--- src/design/scsiDmaPkg.sv ---
// Shared sequencer codes, APB offsets and FIFO word type. Byte 0 of a FIFO word is its MSB
`default_nettype none

package scsiDmaPkg;

    // Sequencer state encoding
    localparam int SM_STATE_W = 5;
    localparam logic [SM_STATE_W-1:0] ST_IDLE         = 5'h00;
    localparam logic [SM_STATE_W-1:0] ST_CPU_STROBE   = 5'h01;
    localparam logic [SM_STATE_W-1:0] ST_CPU_HOLD     = 5'h02;
    localparam logic [SM_STATE_W-1:0] ST_CPU_DONE     = 5'h03;
    localparam logic [SM_STATE_W-1:0] ST_DMA_XFER     = 5'h10;
    localparam logic [SM_STATE_W-1:0] ST_DMA_LATCH    = 5'h11;
    localparam logic [SM_STATE_W-1:0] ST_DMA_RECOVER1 = 5'h12;
    localparam logic [SM_STATE_W-1:0] ST_DMA_RECOVER2 = 5'h13;

    // Product-term vector and the position of each term
    localparam int TERM_W = 24;
    localparam int T_IDLE_HRD     = 0;
    localparam int T_IDLE_HWR     = 1;
    localparam int T_IDLE_DRD     = 2;
    localparam int T_IDLE_DWR     = 3;
    localparam int T_STB_RD       = 4;
    localparam int T_STB_WR       = 5;
    localparam int T_HOLD_RD      = 6;
    localparam int T_HOLD_WR      = 7;
    localparam int T_DONE_REQ_RD  = 8;
    localparam int T_DONE_REQ_WR  = 9;
    localparam int T_DONE_ACK_RD  = 10;
    localparam int T_DONE_ACK_WR  = 11;
    localparam int T_DONE_EXIT_RD = 12;
    localparam int T_DONE_EXIT_WR = 13;
    localparam int T_XFER_RD      = 14;
    localparam int T_XFER_WR      = 15;
    localparam int T_XFER_RD_LAST = 16;
    localparam int T_XFER_WR_LAST = 17;
    localparam int T_LATCH_RD     = 18;
    localparam int T_LATCH_WR     = 19;
    localparam int T_REC1_RD      = 20;
    localparam int T_REC1_WR      = 21;
    localparam int T_REC2_RD      = 22;
    localparam int T_REC2_WR      = 23;

    // APB register map, byte offsets
    localparam int APB_ADDR_W = 8;
    localparam logic [APB_ADDR_W-1:0] REG_CTRL      = 8'h00;
    localparam logic [APB_ADDR_W-1:0] REG_STATUS    = 8'h04;
    localparam logic [APB_ADDR_W-1:0] REG_FIFO      = 8'h08;
    localparam logic [APB_ADDR_W-1:0] REG_SCSI_BASE = 8'h40;

    // One longword, or four bytes with byte 0 first on the SCSI side
    typedef union packed {
        logic [31:0]     word;
        logic [0:3][7:0] bytes;
    } fifoWord_u;

endpackage

`default_nettype wire

--- src/design/scsiSmInputs.sv ---
// Term decoder for the sequencer. Inputs must already be synchronized to BCLK
`timescale 1ns/1ps
`default_nettype none

module scsiSmInputs import scsiDmaPkg::*; (
    input  logic [SM_STATE_W-1:0] state_i,
    input  logic                  cpuReq_i,
    input  logic                  rw_i,
    input  logic                  dmaEn_i,
    input  logic                  dmaDir_i,
    input  logic                  dreqN_i,
    input  logic                  dsack_i,
    input  logic                  fifoFull_i,
    input  logic                  fifoEmpty_i,
    input  logic                  boEq3_i,
    output logic [TERM_W-1:0]     term_o
);

    logic inIdle, inStb, inHold, inDone;
    logic inXfer, inLatch, inRec1, inRec2;
    logic dmaRdGo, dmaWrGo;

    // One-hot view of the state code
    assign inIdle  = state_i == ST_IDLE;
    assign inStb   = state_i == ST_CPU_STROBE;
    assign inHold  = state_i == ST_CPU_HOLD;
    assign inDone  = state_i == ST_CPU_DONE;
    assign inXfer  = state_i == ST_DMA_XFER;
    assign inLatch = state_i == ST_DMA_LATCH;
    assign inRec1  = state_i == ST_DMA_RECOVER1;
    assign inRec2  = state_i == ST_DMA_RECOVER2;

    // DREQ with room in the FIFO (read) or data in it (write)
    // Host request has priority
    assign dmaRdGo = ~cpuReq_i & dmaEn_i & dmaDir_i & ~dreqN_i & ~fifoFull_i;
    assign dmaWrGo = ~cpuReq_i & dmaEn_i & ~dmaDir_i & ~dreqN_i & ~fifoEmpty_i;

    always_comb begin
        term_o = '0;
        // Idle dispatch
        term_o[T_IDLE_HRD] = inIdle & cpuReq_i & rw_i;
        term_o[T_IDLE_HWR] = inIdle & cpuReq_i & ~rw_i;
        term_o[T_IDLE_DRD] = inIdle & dmaRdGo;
        term_o[T_IDLE_DWR] = inIdle & dmaWrGo;
        // Window access path
        term_o[T_STB_RD]  = inStb & rw_i;
        term_o[T_STB_WR]  = inStb & ~rw_i;
        term_o[T_HOLD_RD] = inHold & rw_i;
        term_o[T_HOLD_WR] = inHold & ~rw_i;
        // Done waits for request to drop and the ack to come back around
        term_o[T_DONE_REQ_RD]  = inDone & cpuReq_i & rw_i;
        term_o[T_DONE_REQ_WR]  = inDone & cpuReq_i & ~rw_i;
        term_o[T_DONE_ACK_RD]  = inDone & ~cpuReq_i & ~dsack_i & rw_i;
        term_o[T_DONE_ACK_WR]  = inDone & ~cpuReq_i & ~dsack_i & ~rw_i;
        term_o[T_DONE_EXIT_RD] = inDone & ~cpuReq_i & dsack_i & rw_i;
        term_o[T_DONE_EXIT_WR] = inDone & ~cpuReq_i & dsack_i & ~rw_i;
        // DMA byte path, last byte closes the longword
        term_o[T_XFER_RD]      = inXfer & dmaDir_i;
        term_o[T_XFER_WR]      = inXfer & ~dmaDir_i;
        term_o[T_XFER_RD_LAST] = inXfer & dmaDir_i & boEq3_i;
        term_o[T_XFER_WR_LAST] = inXfer & ~dmaDir_i & boEq3_i;
        term_o[T_LATCH_RD]     = inLatch & dmaDir_i;
        term_o[T_LATCH_WR]     = inLatch & ~dmaDir_i;
        term_o[T_REC1_RD]      = inRec1 & dmaDir_i;
        term_o[T_REC1_WR]      = inRec1 & ~dmaDir_i;
        term_o[T_REC2_RD]      = inRec2 & dmaDir_i;
        term_o[T_REC2_WR]      = inRec2 & ~dmaDir_i;
    end

endmodule

`default_nettype wire

--- src/design/scsiSmOutputs.sv ---
// Output decoder for the sequencer. Terms are mutually exclusive so state codes are OR-ed
`timescale 1ns/1ps
`default_nettype none

module scsiSmOutputs import scsiDmaPkg::*; (
    input  logic [TERM_W-1:0]     term_i,
    output logic [SM_STATE_W-1:0] nextState_o,
    output logic                  re_o,
    output logic                  we_o,
    output logic                  scsiCs_o,
    output logic                  dack_o,
    output logic                  incBo_o,
    output logic                  incNi_o,
    output logic                  incNo_o,
    output logic                  s2f_o,
    output logic                  f2s_o,
    output logic                  s2cpu_o,
    output logic                  cpu2s_o,
    output logic                  setDsack_o
);

    logic toStb, toHold, toDone, toIdle;
    logic toXfer, toLatch, toRec1, toRec2;

    // Transition groups
    assign toStb   = term_i[T_IDLE_HRD] | term_i[T_IDLE_HWR];
    assign toHold  = term_i[T_STB_RD] | term_i[T_STB_WR];
    assign toDone  = term_i[T_HOLD_RD] | term_i[T_HOLD_WR]
                   | term_i[T_DONE_REQ_RD] | term_i[T_DONE_REQ_WR]
                   | term_i[T_DONE_ACK_RD] | term_i[T_DONE_ACK_WR];
    assign toIdle  = term_i[T_DONE_EXIT_RD] | term_i[T_DONE_EXIT_WR]
                   | term_i[T_REC2_RD] | term_i[T_REC2_WR];
    assign toXfer  = term_i[T_IDLE_DRD] | term_i[T_IDLE_DWR];
    assign toLatch = term_i[T_XFER_RD] | term_i[T_XFER_WR];
    assign toRec1  = term_i[T_LATCH_RD] | term_i[T_LATCH_WR];
    assign toRec2  = term_i[T_REC1_RD] | term_i[T_REC1_WR];

    // No term active means stay idle
    assign nextState_o = ({SM_STATE_W{toStb}}   & ST_CPU_STROBE)
                       | ({SM_STATE_W{toHold}}  & ST_CPU_HOLD)
                       | ({SM_STATE_W{toDone}}  & ST_CPU_DONE)
                       | ({SM_STATE_W{toIdle}}  & ST_IDLE)
                       | ({SM_STATE_W{toXfer}}  & ST_DMA_XFER)
                       | ({SM_STATE_W{toLatch}} & ST_DMA_LATCH)
                       | ({SM_STATE_W{toRec1}}  & ST_DMA_RECOVER1)
                       | ({SM_STATE_W{toRec2}}  & ST_DMA_RECOVER2);

    // Chip select and strobes span the strobe and hold states
    assign scsiCs_o = toStb | toHold;
    assign re_o     = term_i[T_IDLE_HRD] | term_i[T_STB_RD] | term_i[T_IDLE_DRD];
    assign we_o     = term_i[T_IDLE_HWR] | term_i[T_STB_WR] | term_i[T_IDLE_DWR];
    assign cpu2s_o  = term_i[T_IDLE_HWR] | term_i[T_STB_WR];
    // Read data is sampled in the hold state
    assign s2cpu_o  = term_i[T_STB_RD];
    assign setDsack_o = term_i[T_HOLD_RD] | term_i[T_HOLD_WR];

    // One DACK cycle per byte
    assign dack_o = toXfer;

    // FIFO strobes land in the latch state
    assign s2f_o   = term_i[T_XFER_RD];
    assign f2s_o   = term_i[T_XFER_WR];
    assign incBo_o = toLatch;
    assign incNi_o = term_i[T_XFER_RD_LAST];
    assign incNo_o = term_i[T_XFER_WR_LAST];

endmodule

`default_nettype wire

--- src/design/scsiSm.sv ---
// SCSI sequencer on BCLK only. Window accesses need at least five access-phase cycles
`timescale 1ns/1ps
`default_nettype none

module scsiSm import scsiDmaPkg::*; (
    input  logic BCLK,
    input  logic CRESET_,
    input  logic cpuReq_i,
    input  logic rw_i,
    input  logic dmaEn_i,
    input  logic dmaDir_i,
    input  logic dreqN_i,
    input  logic fifoFull_i,
    input  logic fifoEmpty_i,
    input  logic boEq3_i,
    output logic scsiRe_o,
    output logic scsiWe_o,
    output logic scsiCsN_o,
    output logic dack_o,
    output logic incBo_o,
    output logic incNi_o,
    output logic incNo_o,
    output logic s2f_o,
    output logic f2s_o,
    output logic s2cpu_o,
    output logic cpu2s_o,
    output logic cpuAck_o
);

    logic [SM_STATE_W-1:0] state, nextState;
    logic [TERM_W-1:0]     term;

    // Synchronized inputs
    logic cCpuReq, cDreqN, cDsack;

    // Raw decoder outputs
    logic re, we, scsiCs, dack;
    logic incBo, incNi, incNo, s2f, f2s, s2cpu, cpu2s;
    logic setDsack;

    scsiSmInputs uInputs (
        .state_i     (state),
        .cpuReq_i    (cCpuReq),
        .rw_i        (rw_i),
        .dmaEn_i     (dmaEn_i),
        .dmaDir_i    (dmaDir_i),
        .dreqN_i     (cDreqN),
        .dsack_i     (cDsack),
        .fifoFull_i  (fifoFull_i),
        .fifoEmpty_i (fifoEmpty_i),
        .boEq3_i     (boEq3_i),
        .term_o      (term)
    );

    scsiSmOutputs uOutputs (
        .term_i      (term),
        .nextState_o (nextState),
        .re_o        (re),
        .we_o        (we),
        .scsiCs_o    (scsiCs),
        .dack_o      (dack),
        .incBo_o     (incBo),
        .incNi_o     (incNi),
        .incNo_o     (incNo),
        .s2f_o       (s2f),
        .f2s_o       (f2s),
        .s2cpu_o     (s2cpu),
        .cpu2s_o     (cpu2s),
        .setDsack_o  (setDsack)
    );

    // One flop per input, DSACK loops back from the completion latch
    always_ff @(posedge BCLK or negedge CRESET_) begin
        if (!CRESET_) begin
            cCpuReq <= 1'b0;
            cDreqN  <= 1'b1;
            cDsack  <= 1'b0;
        end else begin
            cCpuReq <= cpuReq_i;
            cDreqN  <= dreqN_i;
            cDsack  <= cpuAck_o;
        end
    end

    // State register and registered strobes
    always_ff @(posedge BCLK or negedge CRESET_) begin
        if (!CRESET_) begin
            state     <= ST_IDLE;
            scsiRe_o  <= 1'b0;
            scsiWe_o  <= 1'b0;
            scsiCsN_o <= 1'b1;
            dack_o    <= 1'b0;
            incBo_o   <= 1'b0;
            incNi_o   <= 1'b0;
            incNo_o   <= 1'b0;
            s2f_o     <= 1'b0;
            f2s_o     <= 1'b0;
            s2cpu_o   <= 1'b0;
            cpu2s_o   <= 1'b0;
        end else begin
            state     <= nextState;
            scsiRe_o  <= re;
            scsiWe_o  <= we;
            // Chip select leaves active low
            scsiCsN_o <= ~scsiCs;
            dack_o    <= dack;
            incBo_o   <= incBo;
            incNi_o   <= incNi;
            incNo_o   <= incNo;
            s2f_o     <= s2f;
            f2s_o     <= f2s;
            s2cpu_o   <= s2cpu;
            cpu2s_o   <= cpu2s;
        end
    end

    // Completion latch, set from the hold state
    // Holds until the host request is seen low
    always_ff @(posedge BCLK or negedge CRESET_) begin
        if (!CRESET_) begin
            cpuAck_o <= 1'b0;
        end else if (setDsack) begin
            cpuAck_o <= 1'b1;
        end else if (!cCpuReq) begin
            cpuAck_o <= 1'b0;
        end
    end

endmodule

`default_nettype wire

--- src/design/dmaFifo.sv ---
// Longword FIFO, FIFO_DEPTH a power of two >= 2. Chip and host must not push or pop together
`timescale 1ns/1ps
`default_nettype none

module dmaFifo import scsiDmaPkg::*; #(
    parameter int FIFO_DEPTH = 8
) (
    input  logic                          BCLK,
    input  logic                          CRESET_,
    input  logic [7:0]                    scsiData_i,
    input  logic                          s2f_i,
    input  logic                          f2s_i,
    input  logic                          incBo_i,
    input  logic                          incNi_i,
    input  logic                          incNo_i,
    input  logic                          cpuWrite_i,
    input  logic                          cpuRead_i,
    input  fifoWord_u                     cpuWrData_i,
    output logic [7:0]                    dataToScsi_o,
    output fifoWord_u                     cpuRdData_o,
    output logic                          boEq3_o,
    output logic                          full_o,
    output logic                          empty_o,
    output logic [$clog2(FIFO_DEPTH):0]   count_o
);

    localparam int PTR_W = $clog2(FIFO_DEPTH);

    fifoWord_u        mem [FIFO_DEPTH];
    // Extra MSB tells full from empty
    logic [PTR_W:0]   nextIn, nextOut;
    logic [1:0]       byteOff;
    logic             pushWord, popWord;

    // A longword is complete on its fourth chip byte or on a host write
    assign pushWord = cpuWrite_i | (s2f_i & incNi_i);
    assign popWord  = cpuRead_i | (f2s_i & incNo_i);

    always_ff @(posedge BCLK or negedge CRESET_) begin
        if (!CRESET_) begin
            nextIn  <= '0;
            nextOut <= '0;
            byteOff <= 2'd0;
        end else begin
            if (pushWord) begin
                nextIn <= nextIn + 1'b1;
            end
            if (popWord) begin
                nextOut <= nextOut + 1'b1;
            end
            // Wraps from three back to zero
            if (incBo_i) begin
                byteOff <= byteOff + 2'd1;
            end
        end
    end

    // Storage, chip bytes go into the lane picked by the offset
    always_ff @(posedge BCLK) begin
        if (s2f_i) begin
            mem[nextIn[PTR_W-1:0]].bytes[byteOff] <= scsiData_i;
        end
        if (cpuWrite_i) begin
            mem[nextIn[PTR_W-1:0]] <= cpuWrData_i;
        end
    end

    // Both sides read from the next-out word
    assign cpuRdData_o  = mem[nextOut[PTR_W-1:0]];
    assign dataToScsi_o = mem[nextOut[PTR_W-1:0]].bytes[byteOff];

    assign boEq3_o = byteOff == 2'd3;
    assign count_o = nextIn - nextOut;
    assign empty_o = nextIn == nextOut;
    assign full_o  = (nextIn[PTR_W] != nextOut[PTR_W])
                   && (nextIn[PTR_W-1:0] == nextOut[PTR_W-1:0]);

endmodule

`default_nettype wire

--- src/design/apbRegs.sv ---
// APB3 slave with no error response. Window access waits for any previous chip ack to clear
`timescale 1ns/1ps
`default_nettype none

module apbRegs import scsiDmaPkg::*; #(
    parameter int FIFO_DEPTH = 8
) (
    input  logic                          BCLK,
    input  logic                          CRESET_,
    input  logic                          pSel_i,
    input  logic                          pEnable_i,
    input  logic                          pWrite_i,
    input  logic [APB_ADDR_W-1:0]         pAddr_i,
    input  logic [31:0]                   pWData_i,
    output logic [31:0]                   pRData_o,
    output logic                          pReady_o,
    input  logic                          cpuAck_i,
    input  logic                          s2cpu_i,
    input  logic                          cpu2s_i,
    input  logic [7:0]                    scsiData_i,
    input  logic [7:0]                    fifoByte_i,
    input  fifoWord_u                     fifoRdData_i,
    input  logic                          fifoFull_i,
    input  logic                          fifoEmpty_i,
    input  logic [$clog2(FIFO_DEPTH):0]   fifoCount_i,
    output logic                          dmaEn_o,
    output logic                          dmaDir_o,
    output logic                          cpuReq_o,
    output logic                          rw_o,
    output logic [2:0]                    scsiAddr_o,
    output logic                          cpuWrite_o,
    output logic                          cpuRead_o,
    output fifoWord_u                     cpuWrData_o,
    output logic [7:0]                    scsiData_o
);

    localparam int CNT_W = $clog2(FIFO_DEPTH) + 1;

    logic       accessPh;
    logic       isCtrl, isStatus, isFifo, isWin;
    logic       winDone;
    // Set after a window completion until the chip ack drops
    logic       waitAck;
    logic [7:0] rdHold;

    assign accessPh = pSel_i & pEnable_i;

    // Address decode, window is 0x40 to 0x5C
    assign isCtrl   = pAddr_i == REG_CTRL;
    assign isStatus = pAddr_i == REG_STATUS;
    assign isFifo   = pAddr_i == REG_FIFO;
    assign isWin    = pAddr_i[7:5] == REG_SCSI_BASE[7:5];

    // Chip register request
    assign cpuReq_o   = accessPh & isWin & ~(waitAck & cpuAck_i);
    assign rw_o       = ~pWrite_i;
    assign scsiAddr_o = pAddr_i[4:2];
    assign winDone    = cpuReq_o & cpuAck_i;

    // FIFO data port, one longword per completed access
    assign cpuWrite_o  = accessPh & isFifo & pWrite_i & ~fifoFull_i;
    assign cpuRead_o   = accessPh & isFifo & ~pWrite_i & ~fifoEmpty_i;
    assign cpuWrData_o = pWData_i;

    // Host byte goes out only while the sequencer writes a chip register
    assign scsiData_o = cpu2s_i ? pWData_i[7:0] : fifoByte_i;

    always_comb begin
        pReady_o = 1'b0;
        if (accessPh) begin
            if (isWin) begin
                pReady_o = winDone;
            end else if (isFifo) begin
                pReady_o = pWrite_i ? ~fifoFull_i : ~fifoEmpty_i;
            end else begin
                pReady_o = 1'b1;
            end
        end
    end

    always_comb begin
        pRData_o = '0;
        if (isCtrl) begin
            pRData_o[1:0] = {dmaDir_o, dmaEn_o};
        end else if (isStatus) begin
            pRData_o[8 +: CNT_W] = fifoCount_i;
            pRData_o[1:0]        = {fifoFull_i, fifoEmpty_i};
        end else if (isFifo) begin
            pRData_o = fifoRdData_i.word;
        end else if (isWin) begin
            pRData_o[7:0] = rdHold;
        end
    end

    always_ff @(posedge BCLK or negedge CRESET_) begin
        if (!CRESET_) begin
            dmaEn_o  <= 1'b0;
            dmaDir_o <= 1'b0;
            waitAck  <= 1'b0;
        end else begin
            if (accessPh && pWrite_i && isCtrl) begin
                dmaEn_o  <= pWData_i[0];
                dmaDir_o <= pWData_i[1];
            end
            if (winDone) begin
                waitAck <= 1'b1;
            end else if (!cpuAck_i) begin
                waitAck <= 1'b0;
            end
        end
    end

    // Chip read data, taken in the hold state
    always_ff @(posedge BCLK) begin
        if (s2cpu_i) begin
            rdHold <= scsiData_i;
        end
    end

endmodule

`default_nettype wire

--- src/design/scsiDmaTop.sv ---
// SCSI DMA core top. Transfers are whole longwords and the host moves all FIFO data itself
`timescale 1ns/1ps
`default_nettype none

module scsiDmaTop import scsiDmaPkg::*; #(
    parameter int FIFO_DEPTH = 8
) (
    input  logic                  BCLK,
    input  logic                  CRESET_,
    // APB host port
    input  logic                  pSel_i,
    input  logic                  pEnable_i,
    input  logic                  pWrite_i,
    input  logic [APB_ADDR_W-1:0] pAddr_i,
    input  logic [31:0]           pWData_i,
    output logic [31:0]           pRData_o,
    output logic                  pReady_o,
    // Chip port
    input  logic                  scsiDreqN_i,
    output logic                  scsiDack_o,
    output logic                  scsiRe_o,
    output logic                  scsiWe_o,
    output logic                  scsiCsN_o,
    output logic [2:0]            scsiAddr_o,
    input  logic [7:0]            scsiData_i,
    output logic [7:0]            scsiData_o
);

    // Register block to sequencer
    logic cpuReq, rw, dmaEn, dmaDir;
    // Sequencer strobes
    logic cpuAck, s2f, incBo, incNi, f2s, incNo, s2cpu, cpu2s;
    // FIFO side
    logic                        cpuWrite, cpuRead;
    fifoWord_u                   cpuWrData, cpuRdData;
    logic                        boEq3, full, empty;
    logic [$clog2(FIFO_DEPTH):0] count;
    logic [7:0]                  dataToScsi;

    scsiSm uSm (
        .BCLK        (BCLK),
        .CRESET_     (CRESET_),
        .cpuReq_i    (cpuReq),
        .rw_i        (rw),
        .dmaEn_i     (dmaEn),
        .dmaDir_i    (dmaDir),
        .dreqN_i     (scsiDreqN_i),
        .fifoFull_i  (full),
        .fifoEmpty_i (empty),
        .boEq3_i     (boEq3),
        .scsiRe_o    (scsiRe_o),
        .scsiWe_o    (scsiWe_o),
        .scsiCsN_o   (scsiCsN_o),
        .dack_o      (scsiDack_o),
        .incBo_o     (incBo),
        .incNi_o     (incNi),
        .incNo_o     (incNo),
        .s2f_o       (s2f),
        .f2s_o       (f2s),
        .s2cpu_o     (s2cpu),
        .cpu2s_o     (cpu2s),
        .cpuAck_o    (cpuAck)
    );

    dmaFifo #(
        .FIFO_DEPTH (FIFO_DEPTH)
    ) uFifo (
        .BCLK         (BCLK),
        .CRESET_      (CRESET_),
        .scsiData_i   (scsiData_i),
        .s2f_i        (s2f),
        .f2s_i        (f2s),
        .incBo_i      (incBo),
        .incNi_i      (incNi),
        .incNo_i      (incNo),
        .cpuWrite_i   (cpuWrite),
        .cpuRead_i    (cpuRead),
        .cpuWrData_i  (cpuWrData),
        .dataToScsi_o (dataToScsi),
        .cpuRdData_o  (cpuRdData),
        .boEq3_o      (boEq3),
        .full_o       (full),
        .empty_o      (empty),
        .count_o      (count)
    );

    apbRegs #(
        .FIFO_DEPTH (FIFO_DEPTH)
    ) uRegs (
        .BCLK         (BCLK),
        .CRESET_      (CRESET_),
        .pSel_i       (pSel_i),
        .pEnable_i    (pEnable_i),
        .pWrite_i     (pWrite_i),
        .pAddr_i      (pAddr_i),
        .pWData_i     (pWData_i),
        .pRData_o     (pRData_o),
        .pReady_o     (pReady_o),
        .cpuAck_i     (cpuAck),
        .s2cpu_i      (s2cpu),
        .cpu2s_i      (cpu2s),
        .scsiData_i   (scsiData_i),
        .fifoByte_i   (dataToScsi),
        .fifoRdData_i (cpuRdData),
        .fifoFull_i   (full),
        .fifoEmpty_i  (empty),
        .fifoCount_i  (count),
        .dmaEn_o      (dmaEn),
        .dmaDir_o     (dmaDir),
        .cpuReq_o     (cpuReq),
        .rw_o         (rw),
        .scsiAddr_o   (scsiAddr_o),
        .cpuWrite_o   (cpuWrite),
        .cpuRead_o    (cpuRead),
        .cpuWrData_o  (cpuWrData),
        .scsiData_o   (scsiData_o)
    );

endmodule

`default_nettype wire

--- config.mk ---
export PLATFORM = sky130hd
export DESIGN_NAME = scsiDmaTop
export DESIGN_NICKNAME = d
export VERILOG_FILES = /design/src/design/scsiDmaPkg.sv /design/src/design/scsiSmInputs.sv /design/src/design/scsiSmOutputs.sv /design/src/design/scsiSm.sv /design/src/design/dmaFifo.sv /design/src/design/apbRegs.sv /design/src/design/scsiDmaTop.sv
export SDC_FILE = /design/constraint.sdc
export NUM_CORES = 1
export LEC_CHECK = 0
export BUFFER_PORTS_ARGS = -buffer_cell sky130_fd_sc_hd__buf_4
export CORE_UTILIZATION = 54
export DETAILED_ROUTE_END_ITERATION = 10
export PLACE_DENSITY = 0.76
export SYNTH_ARGS = -nofsm -noshare
export SYNTH_HDL_FRONTEND = slang
export SYNTH_SLANG_ARGS = --single-unit
--- constraint.sdc ---
create_clock -name BCLK -period 2.2 [get_ports BCLK]
set_input_delay 0.11 -clock BCLK [delete_from_list [all_inputs] [get_ports BCLK]]
set_output_delay 0.11 -clock BCLK [all_outputs]
set_load 0.01 [all_outputs]
==> results of run 1 <==
-- final cells by class --
type / count / area (µm²)
well taps: 285 / 356.6
fillers: 1153 / 5051
flip-flops and latches: 295 / 8710
multi-input cells: 488 / 4436
inverters: 12 / 45.04
clock buffers: 36 / 752.0
clock inverters: 18 / 177.7
repair buffers: 276 / 3179
diodes: 1 / 2.502
-- power breakdown --
group          switching [µW]  leakage [µW]  internal, µW
Combinational             468       0.00395           431
Clock                    2200      0.000450          2790
Sequential               76.4       0.00278          6180
Total                    2740       0.00718          9400
-- synth_stat cells, types with 2 or more instances --
library cell	count	area, µm²
a21oi_1	6	30.03
nand2b_1	9	56.30
nor4_1	2	12.51
mux2_2	3	33.78
a222oi_1	2	20.02
clkbuf_1	12	45.04
buf_2	10	50.05
or3_1	3	18.77
a22oi_1	59	442.9
dfrtp_1	29	725.7
and3_1	6	37.54
mux2i_1	128	1281
buf_4	18	135.1
and2_1	5	31.28
nor2b_1	14	87.58
nand3_1	7	35.03
o21a_1	2	15.01
xnor2_1	8	70.07
ha_1	9	112.6
o22ai_1	12	75.07
a21o_1	34	255.2
dfstp_2	2	52.55
nand3b_1	3	22.52
a32oi_1	3	26.28
nand2_1	51	191.4
nor2_1	73	274.0
o31a_1	8	70.07
buf_6	3	33.78
edfxtp_1	264	7928
xor2_1	4	35.03
inv_1	12	45.04
a221oi_1	3	26.28
a22o_1	4	35.03
o21ai_0	14	70.07
o21ai_1	2	10.01
-- per-stage QoR --
stage                     std cells  power, µW  TNS (ps)
final                          1411      12140    -80930
after CTS                      1369      11900    -16350
after detailed placement       1267       7044    -85250
after global placement         1267       7030    -67110
after global routing           1411      12360   -107080
after floorplan                 838       6699         0
-- critical path: cells and delay by family (launching register included) --
kind                   cells  cell delay [ps]
muxes                      1              140
buffers and inverters      4              720
AOI/OAI and AO/OA          3              670
and+or+nand+nor            1              200
DFF                        1              530
-- repair_timing --
action / CTS / global route
gates resized for setup: 114 / 145
setup buffers: 17 / 37
setup endpoints to repair: 552 / 529
gates cloned: 7 / 6
pin swaps: 23 / 67
hold buffers: 24 / 7
endpoints found under the hold margin: 137 / 56
-- flip-flops by register name (all words and copies together), names as in the netlist, 2 cells and up --
register / count
uFifo.mem: 256
uRegs.rdHold: 8
uFifo.nextIn: 4
uFifo.nextOut: 4
uSm.state: 3
uFifo.byteOff: 2
-- cells by family (layout without fill, tap and decap cells) --
family | count (synthesis) | after routing | synth area share
and+or+nand+nor | 180 | 180 | 0.06623
other | 0 | 1 | 0
buffers and inverters | 55 | 342 | 0.02464
xor gates and xnor gates | 12 | 12 | 0.008379
DFF | 295 | 295 | 0.6941
AOI/OAI and AO/OA | 155 | 155 | 0.09127
adders and majority gates | 10 | 10 | 0.01057
muxes | 131 | 131 | 0.1048
-- per-layer routing --
layer | vias up | GRT usage | part of all wire
met5 | - | 0 | 0
met4 | 0 | 0.1127 | 0.055
met3 | 154 | 0.05436 | 0.10
met2 | 673 | 0.5102 | 0.48
met1 | 4463 | 0.3928 | 0.36
li1 | 3762 | - | -
-- path summary, 6_finish.rpt --
| check | from | endpoint | depth (start not counted) |
|---|---|---|---|
| max | uFifo.nextOut[0] | pRData_o[11] | 9 |
| min | CRESET_ | uSm.s2f_o | 2 |
| max reg2reg | uFifo.nextOut[0] | uFifo.mem[7][27] | 11 |
| min reg2reg | uSm.cpuAck_o | uSm.cDsack | 0 |
| max in group asynchronous | CRESET_ | uSm.scsiCsN_o | 2 |
| min in group BCLK | pWData_i[9] | uFifo.mem[1][9] | 2 |
==> impl_results.md, run 1 <==
- Status: finished with violations
- Failing checks: negative setup slack
- Crit path largest cell delay: ~530 ps
- Largest net degree at the start of global routing: 32
- Number of global-route vias before repair: 8,615
- DR pass1 iterations: 7
- Chip width: approximately 150 µm
- Net count after synthesis: 902
- Lkg Pwr: roughly 0.0072 µW
- RSZ-0062 raised after global routing: yes
- Commonest non-fill, non-tap cells in the layout: 264 x edfxtp_1, 137 x buf_4, 113 x mux2i_1, 45 x buf_6, 44 x buf_12
- Post-synth top flop: edfxtp_1
- Drt via density: 6.415
- First-pass GRT wire length: 52,490 µm
- WHS: 15.11 ps
- Area Growth Syn to Fin: 40.78%
- CP Cell Sequence: clkbuf_16, buf_16, mux2i_1, a22o_1, a221oi_4, buf_4, a32oi_1, nor2_1, buf_4
- Starting density of the core: 0.5523
- Worst-case clock skew: 18.69 ps
- Most used cell, CP: buf_4
- Die area: 23,840 µm²
- Share of flip-flops with an asynchronous set or reset: 0.1051
- Worst Path Required: between 2000 and 2500 ps
- Row cnt: 55
- TritonCTS clock tree: built
- Port bufs: 101
- CTS Buf Count: 29
- Tcrit/Tclk final: 1.328
- Max Freq: 342.4 MHz
- Pwr Density: 687.6 nW/µm²
- Placed inst area: 14,620 µm²
- R2R Setup Slk: -210 ps
- Die Ht: 154.4 µm
- EDFF count, synth: about 260
- Layout net count: 1,166
- # Max-Cap Violations: 0
- Mapped Cells: 838
- Clock latency on the worst-skew pair: 560 ps
- Vias: 9,052
- Worst setup margin: -720.5 ps
- Total Routed Length: ~40,000 µm
- Hold WC Path Type: input pin to async pin
- Placeable core area: about 23,000 µm²
- Detailed Route Iter0 Violations: approximately 1,100
- Final min period: 2921 ps
- Antenna violations before repair: 1
- Final setup fails: 553
- Worst-path fanout max: 7
- Hold Vio Cnt, Final: 0
- Sequential element share of the synthesized area: 0.6941
- Post-Route Utilization: 0.7776
- Clock buffer depth: 3
- Wire per inst: 28.95 µm
- Dpl ws: -306.8 ps
- Post-route ant nets: 0
- Synthesis Warnings: 0
- Relative slew slack: 0.4769
- CTS H-tree depth: 1
- Syn avg cell area: 14.97 µm²
- Crit end category: output port
- Worst Path Arrival: 2810 ps
- Post-DP HPWL: roughly 22,000 µm
- Design area: approximately 18,000 µm²
- Slew @ Worst Pin: 782.3 ps
- Commonest non-fill, non-tap cell in the layout: edfxtp_1
- Highest-delay cell along the critical path: dfrtp_4
- CTS Sinks: a little under 300
- Clock Tree Root: clkbuf_16
- Seq cells post-synth: 295
- Startpoint types: flip-flop
- Post-route DRC violation count: 0
- GRT overflow: 0
- Worst-path clk slew: roughly 70 ps
- Max-slew violations: 0
- Syn Std Cell Area: 12,540 µm²
- Placer Congestion: approximately 0.9
- Total track usage: 0.3022
- Layout cell share with drive strength beyond 1: 0.3991
- Synth unique cells: 49
- Crit path kind: flip-flop to output port
- Peak VDD IR: just under 0.0006 V
- I/O pin count: about 100
Power figures use the tool's default switching activity.
==> inputs of run 2 (changes only) <==
--- a/config.mk
+++ b/config.mk
@@ -6,9 +6,9 @@
 export NUM_CORES = 1
 export LEC_CHECK = 0
 export BUFFER_PORTS_ARGS = -buffer_cell sky130_fd_sc_hd__buf_4
-export CORE_UTILIZATION = 54
+export CORE_UTILIZATION = 60
 export DETAILED_ROUTE_END_ITERATION = 10
-export PLACE_DENSITY = 0.76
+export PLACE_DENSITY = 0.8
 export SYNTH_ARGS = -nofsm -noshare
 export SYNTH_HDL_FRONTEND = slang
 export SYNTH_SLANG_ARGS = --single-unit
==> constraint.sdc (replaced) <==
create_clock -name BCLK -period 2.71 [get_ports BCLK]
set_input_delay 0.1355 -clock BCLK [delete_from_list [all_inputs] [get_ports BCLK]]
set_output_delay 0.1355 -clock BCLK [all_outputs]
set_load 0.01 [all_outputs]
==> impl_results.md, run 2 (synthesized netlist as in run 1, its figures left out) <==
- Final setup fails: 57 (-90%)
- Die area: 21,490 µm² (-9.9%)
- Lkg Pwr: 0.006424 µW (-10%)
- First-pass GRT wire length: 46,860 µm (-11%)
- Reg2Reg Depth: 7 (-4)
- Row cnt: 52 (-5.5%)
- Pwr Density: 620.2 nW/µm² (-9.8%)
- Post-route DRC violation count: 0 (unchanged)
- FILL cells: 1,202 (+4.2%)
- Largest net degree at the start of global routing: 38 (+19%)
- Max reg flops: 256 (unchanged)
- Layout net count: 1,055 (-9.5%)
- Design area: 15,100 µm² (-14%)
- Detailed Route Iter0 Violations: 728 (-36%)
- Antenna violations before repair: 0 (-1)
- Startpoint types: flip-flop
- I/O pin count: 102 (unchanged)
- Crit end category: flip-flop
- Placed inst area: 13,710 µm² (-6.2%)
- Worst-path clk slew: 60 ps (about the same)
- Worst Path Required: 2870 ps (+780 ps)
- Placeable core area: 20,360 µm² (-10%)
- Crit path kind: flip-flop to flip-flop
- # Max-Cap Violations: 0 (unchanged)
- Hold Vio Cnt, Final: 0 (unchanged)
- Dpl cells: 1,203 (-5.1%)
- Area Growth Syn to Fin: 20.42%
- Placer Congestion: 0.8528 (-3.8%)
- Port bufs: 101 (unchanged)
- Reg-to-reg critical path startpoint: uFifo.nextOut[0]
- CTS Buf Count: 29 (unchanged)
- Worst Path Arrival: 2950 ps (+140 ps)
- CTS Sinks: 295 (unchanged)
- Max Freq: 358.8 MHz
- Relative slew slack: 0.3088 (-0.1681)
- Commonest non-fill, non-tap cell in the layout: edfxtp_1
- Worst setup margin: -77.22 ps (+643.3 ps)
- Worst-path fanout max: 8 (+1)
- Worst-case clock skew: 26.77 ps (+8.081 ps)
- GRT overflow: 0 (unchanged)
- Wire per inst: 24.92 µm (-14%)
- Die Ht: 146.6 µm (-5.1%)
- CTS H-tree depth: 1 (unchanged)
- Antenna diodes: 0 (-1)
- Hold WC Path Type: input pin to flip-flop
- Failing checks: negative setup slack
- Status: finished with violations
- Clock buffer depth: 3 (unchanged)
- Hold Path Depth: 2
- TritonCTS clock tree: built
- Total negative setup slack: -1907 ps (+79,020 ps)
- Final std cells w/o fill: 1,281 (-9.2%)
- Number of global-route vias before repair: 7,717 (-10%)
- Total Routed Length: 31,920 µm (-22%)
- Slew @ Worst Pin: 1033 ps (+250.8 ps)
- DR pass1 iterations: 5 (-2)
- Starting density of the core: 0.6159 (+0.06360)
- Layout cell share with drive strength beyond 1: 0.2285 (-0.1706)
- Clock Tree Root: clkbuf_16
- Tcrit/Tclk final: 1.028
- Total track usage: 0.2979 (-0.004358)
- Post-route ant nets: 0 (unchanged)
- Drt via density: 6.308 (-1.7%)
- Final Total Pwr: 9368 µW (-23%)
- Final min period: 2787 ps
- Commonest non-fill, non-tap cells in the layout: 264 x edfxtp_1, 139 x buf_4, 127 x mux2i_1, 66 x nor2_1, 56 x a22oi_1
- CP Launch Point: uFifo.nextOut[0]
- Post-DP HPWL: 20,800 µm (-6.1%)
- Max-slew violations: 0 (unchanged)
- Vias: 8,081 (-11%)
- Peak VDD IR: 0.0005304 V (-10%)
- RSZ-0062 raised after global routing: yes
- Chip width: 146.6 µm (-5.1%)
- Clock latency on the worst-skew pair: 560 ps (about the same)
- Hold Crit Start: pWData_i[30]
[run 2: metrics by stage]
stage | util | hold slack, ps | setup slack [ps]
floorplan | - | -160.1 | 298.6
global placement | 0.6732 | 90.20 | 131.8
detailed placement | 0.6732 | 93.53 | 88.32
CTS | 0.7319 | 24.09 | 1.059
global route | 0.7417 | 32.62 | -111.6
finish | 0.7417 | 28.83 | -77.22
[run 2: layout make-up]
type / instances / area [µm²] / area share
flip-flops and latches: 295 / 8710 / 0.5766
multi-input cells: 488 / 3669 / 0.2429
repair buffers: 165 / 1483 / 0.09816
clock buffers: 38 / 779.5 / 0.05161
well taps: 270 / 337.8 / 0.02237
clock inverters: 13 / 81.33 / 0.005384
inverters: 12 / 45.04 / 0.002982
[run 2: power by group]
group	internal [µW]	switching (µW)
clock	2090	1610
combinational	271	314
sequential	5020	65.6
total	7380	1980
[run 2: metal layers]
layer	GRT usage	vias to the layer above	part of all wire
met5	0	-	0
met4	0.1026	0	0.030
met3	0.05719	71	0.10
met2	0.4784	500	0.48
met1	0.4104	3991	0.39
li1	-	3519	-
[run 2: final timing paths]
check	endpoint	slack (ps)
max	uFifo.mem[4][11]	-80
min	uFifo.mem[4][30]	30
max reg2reg	uFifo.mem[4][11]	-80
min reg2reg	uSm.cDsack	440
max in group asynchronous	uSm.cDreqN	2330
min in group asynchronous	uFifo.nextIn[0]	40
[run 2: critical path, cell delays in order (launching register included)]
cell and delay [ps]:
dfrtp_4 540, ha_1 350, nand3_1 120, o21ai_1 120, nor2_4 210, a21oi_1 170, buf_4 210, nor2_1 680
[run 2: timing repair]
item,CTS,global route
endpoints found under the setup margin,24,165
hold endpoints to repair,45,0
cloned,3,2
hold buffers,13,0
pin swaps,1,4
buffers inserted,5,4
resized for setup,18,27
